## src/logic/tcdm_pkg.sv

```systemverilog
// tcdm slice shared widths, data vector types and arbiter state encoding
package tcdm_pkg;

  // word and byte-enable widths of a bank port
  localparam int unsigned DATA_W = 32;
  localparam int unsigned BE_W   = DATA_W / 8;  // one enable per byte

  localparam int unsigned STALL_W = 8;  // width of the starvation counter

  // read and write data of every channel
  typedef logic [DATA_W-1:0] data_t;

  // byte enables for partial writes
  typedef logic [BE_W-1:0] be_t;

  // max stall control and stall counter
  typedef logic [STALL_W-1:0] stall_cnt_t;

  // arbiter side selection state
  typedef enum logic {
    ARB_PRIO  = 1'b0,  // priority side wins where it requests
    ARB_YIELD = 1'b1   // forced win for the other side this cycle
  } arb_state_e;

endpackage

```

## src/logic/tcdm_resp_route.sv

```systemverilog
// response router returning the bank response valid to the side that won
`timescale 1ns/100ps

module tcdm_resp_route #(
  parameter int unsigned NB_CHAN = 2
) (
  input  logic               clk_i,
  input  logic               rst_ni,
  input  logic               clear_i,
  input  logic [NB_CHAN-1:0] bank_req_i,   // bank accessed this cycle
  input  logic [NB_CHAN-1:0] sel_lo_i,     // lo side won this cycle
  input  tcdm_pkg::data_t    bank_r_data_i [NB_CHAN],
  output logic [NB_CHAN-1:0] hi_r_valid_o,
  output logic [NB_CHAN-1:0] lo_r_valid_o,
  output tcdm_pkg::data_t    hi_r_data_o   [NB_CHAN],
  output tcdm_pkg::data_t    lo_r_data_o   [NB_CHAN]
);

  logic [NB_CHAN-1:0] req_q;     // access one cycle ago
  logic [NB_CHAN-1:0] sel_lo_q;  // winner one cycle ago

  always_ff @(posedge clk_i or negedge rst_ni)
  begin
    if (!rst_ni)
    begin
      req_q    <= '0;
      sel_lo_q <= '0;
    end
    else if (clear_i)
    begin
      req_q    <= '0;
      sel_lo_q <= '0;
    end
    else
    begin
      req_q    <= bank_req_i;
      sel_lo_q <= sel_lo_i;
    end
  end

  // valid on reads and writes alike
  assign hi_r_valid_o = req_q & ~sel_lo_q;
  assign lo_r_valid_o = req_q &  sel_lo_q;

  for (genvar c = 0; c < NB_CHAN; c++)
  begin : g_chan
    assign hi_r_data_o[c] = bank_r_data_i[c];  // same data to both sides
    assign lo_r_data_o[c] = bank_r_data_i[c];
  end

endmodule

```

## config.mk

```make
export PLATFORM = sky130hd
export DESIGN_NAME = tcdm_resp_route
export DESIGN_NICKNAME = d
export VERILOG_FILES = /design/src/logic/tcdm_pkg.sv /design/src/logic/tcdm_resp_route.sv
export SDC_FILE = /design/constraint.sdc
export NUM_CORES = 1
export LEC_CHECK = 0
export BUFFER_PORTS_ARGS = -buffer_cell sky130_fd_sc_hd__buf_2
export CELL_PAD_IN_SITES_DETAIL_PLACEMENT = 0
export CELL_PAD_IN_SITES_GLOBAL_PLACEMENT = 1
export CORE_ASPECT_RATIO = 1.1
export CORE_MARGIN = 3
export CORE_UTILIZATION = 16
export DETAILED_ROUTE_END_ITERATION = 12
export PLACE_DENSITY = 0.88
export SETUP_SLACK_MARGIN = 0.02
export SYNTH_ARGS = -nofsm -noshare
export SYNTH_HDL_FRONTEND = slang
export SYNTH_SLANG_ARGS = --single-unit
export TNS_END_PERCENT = 30
```

## constraint.sdc

```tcl
create_clock -name clk_i -period 2 [get_ports clk_i]
set_clock_uncertainty 0.15 [all_clocks]
set_input_delay 0 -clock clk_i [delete_from_list [all_inputs] [get_ports clk_i]]
set_output_delay 0 -clock clk_i [all_outputs]
set_load 0.01 [all_outputs]
```

==> flow_summary.ini <==
[status]
status = finished clean

[timing]
finalCriticalPeriod_ns = 1.34
timing.final.crit_share_pct = 67.0
finalHoldViolCount = 0
fmax_mhz = 747
drv_slew = 0
max_slew.worst_pin.slew_ns = 0.262
holdWs_ns = 0.387
setup-tns-final_ns = 0
rsz0062_at_grt = false
slew_headroom_pct = 82.5
setup_viol = 0

[pwr]
leakage_uw = 0.000439
finalPower_uw = 488
peakVddDrop_uv = 325
power_density_nw_per_um2 = 461

[min_path]
worstHoldPathType = in -> reg
holdPathStages = 3
worstHoldStart = clear_i
hold_end = sel_lo_q[0]

[global_route]
grt_util_met1_pct = 4.12
grt_max_degree = 5
grt.overflow.total = 0
use_met3_pct = 2.11
grt_use_total_pct = 5.15
use_met2_pct = 9.84
grt_pass1_vias = 638
grt_pass1_wl_um = 3020
antenna_found_initial = 0
top_usage_layer = met2

[setup_path]
critPathMaxFanout = 4
arrival_ns = 1.34
critPathKind = in -> reg
critPathCaptureType = flop
critPathLaunchType = input port
crit_start = clear_i
crit_required_ns = 2.00

[floorplanning]
start_util_pct = 16.7
die_y_um = 93.5
fp.coreArea_um2 = 6670
rows = 31
die_x_um = 85.6
ios = 203
die-area_um2 = 8010

[run]
maxCapViolations = 0

[logic_synthesis]
ys_seq_elements = 4
yosysTopAreaCellShare_pct = 86.2
synth-edff-count = 0
synth_nets = 211
synth_seq_area_share_pct = 8.98
synth_top_area_cell = buf_4
synth_area_leaders = buf_4 (86%), dfrtp_1 (9.0%), nor2b_1 (2.8%)
syn_inst = 140
yosys_warnings = 0
synth_area_um2 = 1110
async_reset_ff_share_pct = 100
ys.flop_type = dfrtp_1
ys_top_cells_by_count = buf_4 (128), nor2b_1 (5), dfrtp_1 (4)
avgSynthCellArea_um2 = 7.96
synth_cell_types = 6
yosys.cell_count.top_type = buf_4

[route]
vias_per_cell = 3.20
drc = 0
wl_um = 2470
ant_nets = 0
dr.pass1.iters = 2
vias = 570
drtIter0Drc = 6
route.detailed.wl_per_inst_um = 13.9

[finish]
fillCellCount = 753
drive_above_1_share_pct = 15.6
final_area_um2 = 1060
final-seq-area_um2 = 100
antenna_cells = 0
utilization_pct = 15.9
area_growth_pct = -5.05
nets = 169
multi_input_area_um2 = 53.8

[clock_tree]
cts-root-buf = clkbuf_8
htreeDepth = 1
numCtsBuffers = 3
clkSlewWorstSetupHoldPaths_ns = 0.03
cts.sinks = 4
postCtsResizedCells = 0
cts_tree = built
cts_buffer_depth = 2

[place]
routabilityCongestion = 0.532
port_buffers = 10
dpl_cell_area_um2 = 307
==> metal layers <==
metal,wire length [um],share of wire (%)
met5,0,0
met4,47,1.9
met3,454,18
met2,1340,54
met1,627,25
==> stage by stage <==
stage | std cells | setup WS [ns]
6_report | 178 | 0.661
5_1_grt | 178 | 0.594
4_1_cts | 178 | 0.684
3_5_place_dp | 104 | 1.15
3_3_place_gp | 104 | 1.15
2_1_floorplan | 140 | 1.29
==> cell usage in the layout (no fill, tap or decap) <==
cell type	n
and2_1	1
dfrtp_1	4
buf_2	10
dlygate4sd3_1	71
and2_2	1
nor2b_1	5
clkbuf_8	3
and2b_2	1
==> cell families (layout without fill, tap and decap cells) <==
family,Yosys count,count (layout),share of synthesized area [%]
simple gates,8,8,4.83
flops,4,4,8.98
buf+inv,128,84,86.2
==> cell type report <==
class | instances | share of cell area, %
well taps | 82 | 9.69
flip-flops and latches | 4 | 9.46
clock buffers | 3 | 3.90
repair buffers | 81 | 71.9
multi-input cells | 8 | 5.08
==> registers in the layout, summed over array words and instances (netlist names) <==
name,count
sel_lo_q,2
req_q,2
==> worst max path at each step <==
stage                      endpoint  slack, ns  cells after the start
detailed placement  hi_r_valid_o[1]       1.15                      2
finish                     req_q[0]       0.66                      4
CTS                        req_q[0]       0.68                      4
floorplan           hi_r_valid_o[1]       1.29                      1
global placement    hi_r_valid_o[1]       1.15                      2
global route               req_q[0]       0.59                      4
==> report_power, final <==
group          total [uW]  switching, uW  internal, uW
clock                 167           39.0           128
sequential           87.0           1.36          85.6
combinational         234            129           106
==> critical path, stage by stage <==
cell and delay (ns):
dlygate4sd3_1 0.54, buf_2 0.14, nor2b_1 0.11, dlygate4sd3_1 0.55
==> timing repair <==
| action | in CTS | in global routing |
|---|---|---|
| hold buffers | 71 | 0 |
| buffers inserted | 0 | 0 |
| setup endpoints to repair | 0 | 0 |
| endpoints found under the hold margin | 136 | 0 |
No activity file was read; power rests on OpenSTA's default activity.
