### src/logic/tcdm_pkg.sv
// tcdm slice shared widths, data vector types and arbiter state encoding
package tcdm_pkg;

  // word and byte-enable widths of a bank port
  localparam int unsigned DATA_W = 32;
  localparam int unsigned BE_W   = DATA_W / 8;  // one enable per byte

  localparam int unsigned STALL_W = 8;  // width of the starvation counter

  // read and write data of every channel
  typedef logic [DATA_W-1:0] data_t;

  // byte enables for partial writes
  typedef logic [BE_W-1:0] be_t;

  // max stall control and stall counter
  typedef logic [STALL_W-1:0] stall_cnt_t;

  // arbiter side selection state
  typedef enum logic {
    ARB_PRIO  = 1'b0,  // priority side wins where it requests
    ARB_YIELD = 1'b1   // forced win for the other side this cycle
  } arb_state_e;

endpackage

### src/logic/tcdm_arbiter.sv
// two-port bank arbiter with default priority side and starvation stall counter
`timescale 1ns/100ps

module tcdm_arbiter #(
  parameter int unsigned NB_CHAN = 2,
  parameter int unsigned ADDR_W  = 6
) (
  input  logic                 clk_i,
  input  logic                 rst_ni,
  input  logic                 clear_i,
  input  logic                 invert_prio_i,  // lo side becomes priority
  input  tcdm_pkg::stall_cnt_t max_stall_i,    // 0 disables the guard

  // hi side (cores by default)
  input  logic [NB_CHAN-1:0]   hi_req_i,
  input  logic [ADDR_W-1:0]    hi_add_i  [NB_CHAN],
  input  logic [NB_CHAN-1:0]   hi_wen_i,
  input  tcdm_pkg::be_t        hi_be_i   [NB_CHAN],
  input  tcdm_pkg::data_t      hi_data_i [NB_CHAN],

  // lo side (accelerator by default)
  input  logic [NB_CHAN-1:0]   lo_req_i,
  input  logic [ADDR_W-1:0]    lo_add_i  [NB_CHAN],
  input  logic [NB_CHAN-1:0]   lo_wen_i,
  input  tcdm_pkg::be_t        lo_be_i   [NB_CHAN],
  input  tcdm_pkg::data_t      lo_data_i [NB_CHAN],

  output logic [NB_CHAN-1:0]   hi_gnt_o,
  output logic [NB_CHAN-1:0]   lo_gnt_o,

  // toward the banks
  output logic [NB_CHAN-1:0]   bank_req_o,
  output logic [NB_CHAN-1:0]   bank_wen_o,
  output logic [ADDR_W-1:0]    bank_add_o  [NB_CHAN],
  output tcdm_pkg::be_t        bank_be_o   [NB_CHAN],
  output tcdm_pkg::data_t      bank_data_o [NB_CHAN],
  output logic [NB_CHAN-1:0]   sel_lo_o    // 1 when lo port is routed
);

  logic [NB_CHAN-1:0]   prio_req;   // requests of the priority role
  logic [NB_CHAN-1:0]   np_req;     // requests of the non-priority role
  logic [NB_CHAN-1:0]   sel_np;     // non-priority role routed
  logic                 contested;  // some channel has both sides up
  logic                 yield;

  tcdm_pkg::arb_state_e state_q, state_d;
  tcdm_pkg::stall_cnt_t cnt_q, cnt_d;

  // priority roles follow invert_prio_i
  assign prio_req  = invert_prio_i ? lo_req_i : hi_req_i;
  assign np_req    = invert_prio_i ? hi_req_i : lo_req_i;
  assign contested = |(prio_req & np_req);
  assign yield     = (state_q == tcdm_pkg::ARB_YIELD);

  // starvation fsm counts prio wins under contention and then yields once
  always_comb
  begin
    state_d = state_q;
    cnt_d   = cnt_q;
    unique case (state_q)
      tcdm_pkg::ARB_PRIO:
      begin
        if (contested)
        begin
          cnt_d = (cnt_q == '1) ? cnt_q : cnt_q + 1'b1;  // saturate
          if ((max_stall_i != '0) && (cnt_d >= max_stall_i))
            state_d = tcdm_pkg::ARB_YIELD;  // next cycle goes to the other side
        end
        else
          cnt_d = '0;  // idle or single-sided cycle breaks the run
      end
      tcdm_pkg::ARB_YIELD:
      begin
        cnt_d   = '0;  // forced cycle restarts the count
        state_d = tcdm_pkg::ARB_PRIO;
      end
      default: state_d = tcdm_pkg::ARB_PRIO;
    endcase
  end

  always_ff @(posedge clk_i or negedge rst_ni)
  begin
    if (!rst_ni)
    begin
      state_q <= tcdm_pkg::ARB_PRIO;
      cnt_q   <= '0;
    end
    else if (clear_i)
    begin
      state_q <= tcdm_pkg::ARB_PRIO;
      cnt_q   <= '0;
    end
    else
    begin
      state_q <= state_d;
      cnt_q   <= cnt_d;
    end
  end

  // non-priority side passes on yield or when priority side is idle
  assign sel_np   = {NB_CHAN{yield}} | ~prio_req;
  assign sel_lo_o = sel_np ^ {NB_CHAN{invert_prio_i}};  // back to hi/lo naming

  for (genvar c = 0; c < NB_CHAN; c++)
  begin : g_chan
    // only the routed side sees a grant
    assign hi_gnt_o[c] = hi_req_i[c] & ~sel_lo_o[c];
    assign lo_gnt_o[c] = lo_req_i[c] &  sel_lo_o[c];

    assign bank_req_o[c]  = hi_gnt_o[c] | lo_gnt_o[c];
    assign bank_wen_o[c]  = sel_lo_o[c] ? lo_wen_i[c]  : hi_wen_i[c];
    assign bank_add_o[c]  = sel_lo_o[c] ? lo_add_i[c]  : hi_add_i[c];
    assign bank_be_o[c]   = sel_lo_o[c] ? lo_be_i[c]   : hi_be_i[c];
    assign bank_data_o[c] = sel_lo_o[c] ? lo_data_i[c] : hi_data_i[c];
  end

  // count stays below a steady limit unless this is the forced cycle
  a_cnt_bound : assert property (@(posedge clk_i) disable iff (!rst_ni)
    ((max_stall_i != '0) && $stable(max_stall_i) && !yield) |-> (cnt_q < max_stall_i))
    else $error("stall counter reached max_stall_i without a yield");

endmodule

### config.mk
export PLATFORM = sky130hd
export DESIGN_NAME = tcdm_arbiter
export DESIGN_NICKNAME = d
export VERILOG_FILES = /design/src/logic/tcdm_pkg.sv /design/src/logic/tcdm_arbiter.sv
export SDC_FILE = /design/constraint.sdc
export NUM_CORES = 1
export LEC_CHECK = 0
export BUFFER_PORTS_ARGS = -buffer_cell sky130_fd_sc_hd__buf_2
export CAP_MARGIN = 5
export CORE_AREA = 2 2 110 112
export CTS_CLUSTER_SIZE = 40
export DETAILED_ROUTE_END_ITERATION = 8
export DIE_AREA = 0 0 112 114
export PLACE_DENSITY = 0.53
export SLEW_MARGIN = 15
export SYNTH_ARGS = -nofsm -noshare
export SYNTH_HDL_FRONTEND = slang
export SYNTH_SLANG_ARGS = --single-unit
### constraint.sdc
create_clock -name clk_i -period 3.94 [get_ports clk_i]
set_clock_uncertainty 0.05 [all_clocks]
set_input_delay 0.394 -clock clk_i [delete_from_list [all_inputs] [get_ports clk_i]]
set_output_delay 0.394 -clock clk_i [all_outputs]
set_load 0.01 [all_outputs]
==> results of run 1 <==
==> cell type report <==
type | count | share of cell area [%]
clock buffer | 4 | 2.19
inverter | 11 | 1.15
timing repair buffer | 285 | 40.0
tap | 147 | 5.12
sequential | 9 | 6.27
multi-input combinational | 157 | 45.0
antenna | 3 | 0.209
==> stage by stage <==
| step | hold slack, ns | total power, mW | setup WS (ns) |
|---|---|---|---|
| after global placement | 0.210 | 0.495 | 1.29 |
| after detailed placement | 0.211 | 0.499 | 1.24 |
| after floorplan | 0.0484 | 0.316 | 1.65 |
| after CTS | 0.290 | 0.685 | 1.06 |
| final | 0.294 | 0.676 | 1.09 |
| after global routing | 0.299 | 0.710 | 0.996 |
==> worst max-delay path, stage by stage (launching register included) <==
cell and delay [ns]:
dfrtp_1 0.44, nor3b_1 0.20, a21o_2 0.70, buf_4 0.35
mux2_4 0.31, buf_2 0.14
==> metal layers <==
layer | GRT usage [%] | part of all wire [%] | vias up
li1 | - | - | 1256
met1 | 15.0 | 42 | 1191
met2 | 19.9 | 49 | 109
met3 | 2.60 | 8.3 | 5
met4 | 2.44 | 0.78 | 0
met5 | 0 | 0 | -
==> registers in the layout (all words and copies together) (netlist names) <==
register  flops
cnt_q         8
state_q       1
==> path summary, 6_finish.rpt <==
kind / start / to / cells past startpoint
worst max-delay path: state_q / bank_data_o[27] / 5
worst min-delay path: clear_i / cnt_q[7] / 2
worst max register to register: cnt_q[0] / state_q / 9
worst min register to register: state_q / cnt_q[7] / 1
max in group asynchronous: rst_ni / cnt_q[5] / 2
min in group asynchronous: rst_ni / cnt_q[1] / 2
==> repair_timing <==
action / 4_1_cts / 5_1_grt
hold endpoints to repair: 9 / 0
buffers inserted: 0 / 0
hold buffers: 1 / 0
==> report_power, final <==
part / leakage (nW) / switching [mW] / internal (mW) / total (mW)
registers: 0.125 / 0.00136 / 0.0940 / 0.0953
logic: 1.89 / 0.173 / 0.227 / 0.401
clock network: 0.0382 / 0.0449 / 0.135 / 0.180
==> layout by cell type, fill, tap and decap left out, types with 2 or more instances in the layout <==
cell type,n
a211oi_1,2
nand2_1,4
buf_4,3
nand3_1,2
nor2b_1,5
diode_2,3
buf_2,281
mux2_1,39
and2_1,2
mux2_4,39
nor2_1,10
dfrtp_1,9
inv_1,11
o211ai_1,2
clkbuf_16,3
nor3_1,2
ha_1,9
a31oi_1,2
nor4_1,2
a21oi_1,5
mux2_2,10
or2_1,2
==> logic make-up (layout without fill, tap and decap cells) <==
family / count (synthesis) / count (layout) / share of synthesized area (%)
other cells: 0 / 3 / 0
buf+inv: 23 / 300 / 7.88
simple gates: 38 / 38 / 10.3
compound gates: 20 / 20 / 7.13
flops: 9 / 9 / 11.3
mux: 88 / 88 / 56.9
fa+ha+maj: 9 / 9 / 5.63
xor+xnor: 2 / 2 / 0.876
==> flow_metrics.tcl, run 1 <==
set metrics [dict create \
    synthTopCellsByArea "mux2_4, mux2_1, dfrtp_1" \
    htreeDepth 1 \
    setup_viol 0 \
    grt_overflow_total 0 \
    antenna_left 0 \
    cts_tree "yes" \
    clock_latency_ns 0.24 \
    r2r_slack_ns 1.43 \
    synth_commonest_cells "mux2_1, mux2_4, inv_1" \
    first_iter_violations 86 \
    dpl-instance-area_um2 3500 \
    synth_seq_area_share_pct 11.3 \
    slew_headroom_pct 29.3 \
    routed_wl_um 8640 \
    synth_area_leader_cell "mux2_4" \
    gp_congestion 0.804 \
    cp-start-kind "register" \
    register_area_um2 225 \
    dp_hpwl_um 7800 \
    yosys_warnings 0 \
    fp.coreArea_um2 11700 \
    critPathKind "register to output pin" \
    io_buffers 281 \
    clockBufferDepth 2 \
    track_usage_pct 11.6 \
    multiInputGateArea_um2 1620 \
    powerDensity_nw_per_um2 188 \
    clk_pin_slew_ns 0.04 \
    avgSynthCellArea_um2 10.6 \
    rsz0062_at_grt "no" \
    start_util_pct 17.1 \
    synth-seq-cells 9 \
    worstSetupEndpointType "output pin" \
    grt_pass1_wl_um 11800 \
    crit_required_ns 3.50 \
    vias 2561 \
    synth_top_area_share_pct 29.3 \
    grt_max_degree 47 \
    grt_pass1_vias 2342 \
    final_nets 664 \
    synthArstFlopShare_pct 100 \
    ir_drop_uv 141 \
    n_fill_cell 1240 \
    hold_path_class "primary input to register" \
    area_growth_pct 79.8 \
    root_buffer "clkbuf_16" \
    ys.flop_type "dfrtp_1" \
    p_leak_nw 2.05 \
    max_clock_freq_mhz 351 \
    die_w_um 112 \
    final_layout_size_suffix_gt1_share_pct 73.4 \
    cp.arrival_ns 2.41 \
    setup_tns_ns 0 \
    dp_cells 608 \
    ios 282 \
    syn_area_um2 2000 \
    placementRows 40 \
    dr.pass1.iters 4 \
    synth.distinct_cells 39 \
    timing.final.crit_share_pct 72.3 \
    wl_per_cell_um 14.0 \
    drc 0 \
    post-route-min-period_ns 2.85 \
    cts_inserted_buffers 3 \
    final_area_um2 3590 \
    status "complete, no violations" \
    finalMaxSlewViolations 0 \
    syn-num-nets 386 \
    cts_resized 0 \
    timing_hold_violations_final 0 \
    dieHeight_um 114 \
    utilization_pct 30.7 \
    cap_violations 0 \
    drt-vias-per-instance 4.16 \
    tightest_slew_ns 1.06 \
    synthCells 189 \
    grt_antenna_before_repair 3 \
    worstPathMaxFanout 31 \
    finalNonFillerCells 616 \
    die_area_um2 12800 \
    clkSinkCount 9 \
    synth_edf_count 0 \
]
Power figures use the tool's default switching activity.
==> run 2: changes to the inputs <==
Settings changed: PLACE_DENSITY 0.53 to 0.55.
Clock period 3.94 ns to 2.4 ns, I/O delays scaled along.
==> run 2 against run 1 <==
  * Register-to-register slack lost 1.3 ns
  * Routed wire length down 1.2%
  * Combinational power grew 71%
  * Count of clock-buffer cells in the layout is the same
  * Sequential share of layout area decreased by 0.21 points
  * Die area unchanged
  * Flip-flop and latch count unchanged
  * Clock power grew 64%
  * Critical path type is now register to register
==> flow_metrics.tcl, run 2 (synthesis gave the netlist of run 1 again) <==
set metrics [dict create \
    status "complete, no violations" \
    cts_tree "yes" \
    n_fill_cell 1233 \
    cts_inserted_buffers 3 \
    grt_overflow_total 0 \
    cp.buffers_inverters 1 \
    wl_per_cell_um 13.7 \
    dieHeight_um 114 \
    setup_tns_ns 0 \
    tightest_slew_ns 0.319 \
    routed_wl_um 8540 \
    ios 282 \
    clockBufferDepth 2 \
    p_leak_nw 2.11 \
    clock_latency_ns 0.24 \
    critPathKind "register to register" \
    worstSetupEndpointType "register" \
    final_common_cell "buf_2" \
    io_buffers 281 \
    cp.arrival_ns 2.34 \
    dp_cells 617 \
    first_iter_violations 56 \
    track_usage_pct 11.7 \
    clkSinkCount 9 \
    ir_drop_uv 260 \
    rsz0062_at_grt "yes" \
    placementRows 40 \
    area_growth_pct 86.1 \
    finalMaxSlewViolations 0 \
    powerDensity_nw_per_um2 305 \
    antenna_left 0 \
    timing_hold_violations_final 0 \
    grt_max_degree 24 \
    final_cell_mix "buf_2, mux2_4, mux2_1, inv_1, buf_4" \
    grt_pass1_wl_um 12300 \
    gp_congestion 0.846 \
    grt_antenna_before_repair 1 \
    fp.coreArea_um2 11700 \
    top_regs "cnt_q: 8 flops, state_q: 1 flops" \
    hold_path_class "primary input to register" \
    cp_top_family "compound AO/OA/AOI/OAI gates" \
    vias 2588 \
    dpl-instance-area_um2 3590 \
    largest_register "cnt_q" \
    dr.pass1.iters 4 \
    dp_hpwl_um 7600 \
    final_area_um2 3720 \
    timing.final.crit_share_pct 95.0 \
    root_buffer "clkbuf_16" \
    start_util_pct 17.1 \
    worstPathMaxFanout 3 \
    multiInputGateArea_um2 1650 \
    cp-start-kind "register" \
    max_clock_freq_mhz 439 \
    clk_pin_slew_ns 0.04 \
    finalNonFillerCells 624 \
    power.total_mw 1.14 \
    path_cells "ha_2 > nand4_1 > buf_4 > o2111ai_2 > xnor2_1 > ha_1 > a211o_1 > a211oi_2 > a21oi_2" \
    die_area_um2 12800 \
    final_layout_size_suffix_gt1_share_pct 74.6 \
    slowest_delay_ns 0.37 \
    utilization_pct 31.8 \
    crit_required_ns 2.46 \
    grt_pass1_vias 2494 \
    post-route-min-period_ns 2.28 \
    die_w_um 112 \
    drc 0 \
    slew_headroom_pct 78.7 \
    setup_viol 0 \
    register_area_um2 225 \
    drt-vias-per-instance 4.15 \
    largest_register_ffs 8 \
    htreeDepth 1 \
    cap_violations 0 \
    final_nets 674 \
    cp_slowest_cell "dfrtp_1" \
]
run 2: changes by cell type in the layout (fill, tap and decap cells not counted), sizes merged:
cell,change
buf,+10
diode,-2
run 2: layout make-up:
cell class,count,area share [%]
sequential,9,6.05
timing repair buffer,295,41.4
tap,147,4.94
clock buffer,4,2.12
multi-input combinational,157,44.4
inverter,11,1.11
antenna,1,0.0672
run 2: layer usage:
metal	global-route usage [%]	part of all wire [%]
met5	0	0.20
met4	2.52	1.1
met3	2.44	7.3
met2	20.6	50
met1	14.8	41
run 2: repair_timing:
item,4_1_cts,5_1_grt
endpoints found under the hold margin,9,0
endpoints found under the setup margin,1,11
hold buffers,1,0
setup buffers,0,1
resized for setup,1,5
gates cloned,0,0
pin swaps,0,5
run 2: worst paths after layout:
| path | startpoint | end | slack (ns) | cells past startpoint |
|---|---|---|---|---|
| min in group asynchronous | rst_ni | state_q | 0.34 | 2 |
| worst max-delay path | cnt_q[1] | state_q | 0.12 | 9 |
| max in group asynchronous | rst_ni | cnt_q[4] | 1.77 | 2 |
| worst min-delay path | clear_i | cnt_q[7] | 0.13 | 2 |
| worst min register to register | state_q | cnt_q[7] | 0.48 | 1 |
| worst max register to register | cnt_q[1] | state_q | 0.12 | 9 |
run 2: power by group:
part	switching [mW]	total, mW	internal, mW
sequential	0.00148	0.156	0.154
clock	0.0736	0.296	0.222
combinational	0.294	0.684	0.390
total	0.369	1.14	0.767
run 2: metrics by stage:
step	worst slack, ns	hold slack (ns)
final	0.121	0.131
after global routing	-0.0421	0.142
after CTS	0.00728	0.126
after detailed placement	-0.0410	0.0613
after global placement	0.0666	0.0558
after floorplan	0.106	-0.106
==> run 3: changes to the inputs <==
Settings changed: GPL_TIMING_DRIVEN set to 0.
==> run 3 against run 2 <==
  * Final area up 0.40%
  * First-iteration DRC count down 3.6%
  * Flip-flop and latch count unchanged
  * Largest cell class unchanged
==> flow_metrics.tcl, run 3 (synthesis gave the netlist of run 1 again) <==
set metrics [dict create \
    largest_register_ffs 8 \
    utilization_pct 31.9 \
    power.clock.fraction_pct 26.1 \
    fp.coreArea_um2 11700 \
    area_growth_pct 86.9 \
    finalMaxSlewViolations 0 \
    grt_antenna_before_repair 1 \
    power.total_mw 1.14 \
    finalNonFillerCells 626 \
    intPower_mw 0.769 \
    drc 0 \
    final_common_cell "buf_2" \
    crit_required_ns 2.47 \
    grt_pass1_vias 2380 \
    final_cell_mix "buf_2, mux2_4, mux2_1, inv_1" \
    cp.buffers_inverters 1 \
    rr_endpoint "state_q" \
    r2r_slack_ns 0.12 \
    ios 282 \
    switchingPower_mw 0.369 \
    tightest_slew_ns 0.309 \
    dr.pass1.iters 4 \
    hold_path_class "primary input to register" \
    dieHeight_um 114 \
    whs_ns 0.134 \
    grt_pass1_wl_um 12000 \
    largest_register "cnt_q" \
    worstSetupEndpointType "register" \
    reg2reg_depth 9 \
    placementRows 40 \
    grt_overflow_total 0 \
    p_leak_nw 2.12 \
    dp_hpwl_um 7560 \
    root_buffer "clkbuf_16" \
    htreeDepth 1 \
    wl_per_cell_um 13.4 \
    ir_drop_uv 255 \
    dp_cells 617 \
    vias 2595 \
    sequentialPowerShare_pct 13.7 \
    powerDensity_nw_per_um2 305 \
    worstPathMaxFanout 5 \
    cts_tree "yes" \
    top_regs "cnt_q: 8 flops, state_q: 1 flops" \
    max_clock_freq_mhz 439 \
    gp_congestion 0.852 \
    slowest_delay_ns 0.40 \
    track_usage_pct 11.4 \
    start_util_pct 17.1 \
    hold_start "clear_i" \
    cp-start-kind "register" \
    clock_latency_ns 0.23 \
    die_w_um 112 \
    final_area_um2 3740 \
    timing.final.crit_share_pct 94.9 \
    cp.arrival_ns 2.34 \
    cp_top_family "compound AO/OA/AOI/OAI gates" \
    drt-vias-per-instance 4.15 \
    cp_slowest_cell "dfrtp_1" \
    routed_wl_um 8400 \
    status "complete, no violations" \
    holdPathEnd "cnt_q[7]" \
    path_cells "ha_4 > nand4_1 > buf_4 > o2111ai_1 > xnor2_1 > ha_1 > a211o_1 > a211oi_2 > a21oi_2" \
    final_nets 677 \
    antenna_cells 0 \
    clockBufferDepth 2 \
    clk_pin_slew_ns 0.04 \
    dpl-instance-area_um2 3590 \
    cts_inserted_buffers 3 \
    first_iter_violations 54 \
    pwr-share-comb_pct 60.2 \
    clkSinkCount 9 \
    final_layout_size_suffix_gt1_share_pct 74.3 \
    whs_path_depth 2 \
    rr_startpoint "cnt_q[1]" \
    post-route-min-period_ns 2.28 \
    cap_violations 0 \
    setup_viol 0 \
    timing_hold_violations_final 0 \
    grt_max_degree 11 \
    sw_frac_of_total_pct 32.4 \
    critPathKind "register to register" \
    antenna_left 0 \
    die_area_um2 12800 \
    io_buffers 281 \
    slew_headroom_pct 79.3 \
]
## run 3: cell types whose count changed in the layout (fill, tap and decap cells not counted), moves of 2 or more
| cell | delta |
|---|---|
| buf_6 | +9 |
| buf_2 | +3 |
| buf_12 | -2 |
| buf_4 | -7 |
## run 3: worst reg2reg max path: stages (launching register included)
cell and delay (ns):
dfrtp_1 0.40, ha_4 0.18, nand4_1 0.17, buf_4 0.19, o2111ai_1 0.21, xnor2_1 0.13
ha_1 0.21, a211o_1 0.28, a211oi_2 0.26, a21oi_2 0.08
## run 3: worst max path at each step
stage,start,to,slack [ns],cells past startpoint
floorplan,cnt_q[0],state_q,0.11,9
global placement,cnt_q[0],state_q,-0.14,9
detailed placement,cnt_q[0],state_q,-0.20,9
CTS,cnt_q[0],state_q,0.02,10
global route,cnt_q[1],state_q,-0.005,9
finish,cnt_q[1],state_q,0.12,9
## run 3: final cells by class
type                    count  area (µm²)
fillers                  1227        7980
multi-input cells         157        1640
repair buffers            286        1450
flip-flops and latches      9         225
well taps                 147         184
plain buffers              12         116
clock buffers               4        78.8
inverters                  11        41.3
## run 3: power by group through the flow
stage | Combinational (mW) | Sequential [mW] | Clock (mW)
floorplan | 0.361 | 0.158 | 0
global placement | 0.678 | 0.158 | 0
detailed placement | 0.686 | 0.159 | 0
CTS | 0.691 | 0.157 | 0.300
global route | 0.739 | 0.157 | 0.308
finish | 0.685 | 0.156 | 0.297
## run 3: what timing repair did
| item | CTS | global route |
|---|---|---|
| cloned | 0 | 0 |
| setup endpoints to repair | 1 | 1 |
| pin swaps | 2 | 3 |
| hold buffers | 1 | 0 |
| endpoints found under the hold margin | 9 | 0 |
| resized for setup | 3 | 2 |
| buffers inserted | 2 | 2 |
## run 3: stage by stage
| step | setup TNS, ns | setup slack (ns) |
|---|---|---|
| final | 0 | 0.122 |
| after global routing | -0.00545 | -0.00545 |
| after CTS | 0 | 0.0152 |
| after detailed placement | -0.196 | -0.196 |
| after global placement | -0.138 | -0.138 |
| after floorplan | 0 | 0.106 |
## run 3: per-layer routing
metal	global-route usage (%)	part of all wire, %
met5	0	0.13
met4	2.20	0.83
met3	2.34	7.7
met2	19.6	49
met1	15.1	42
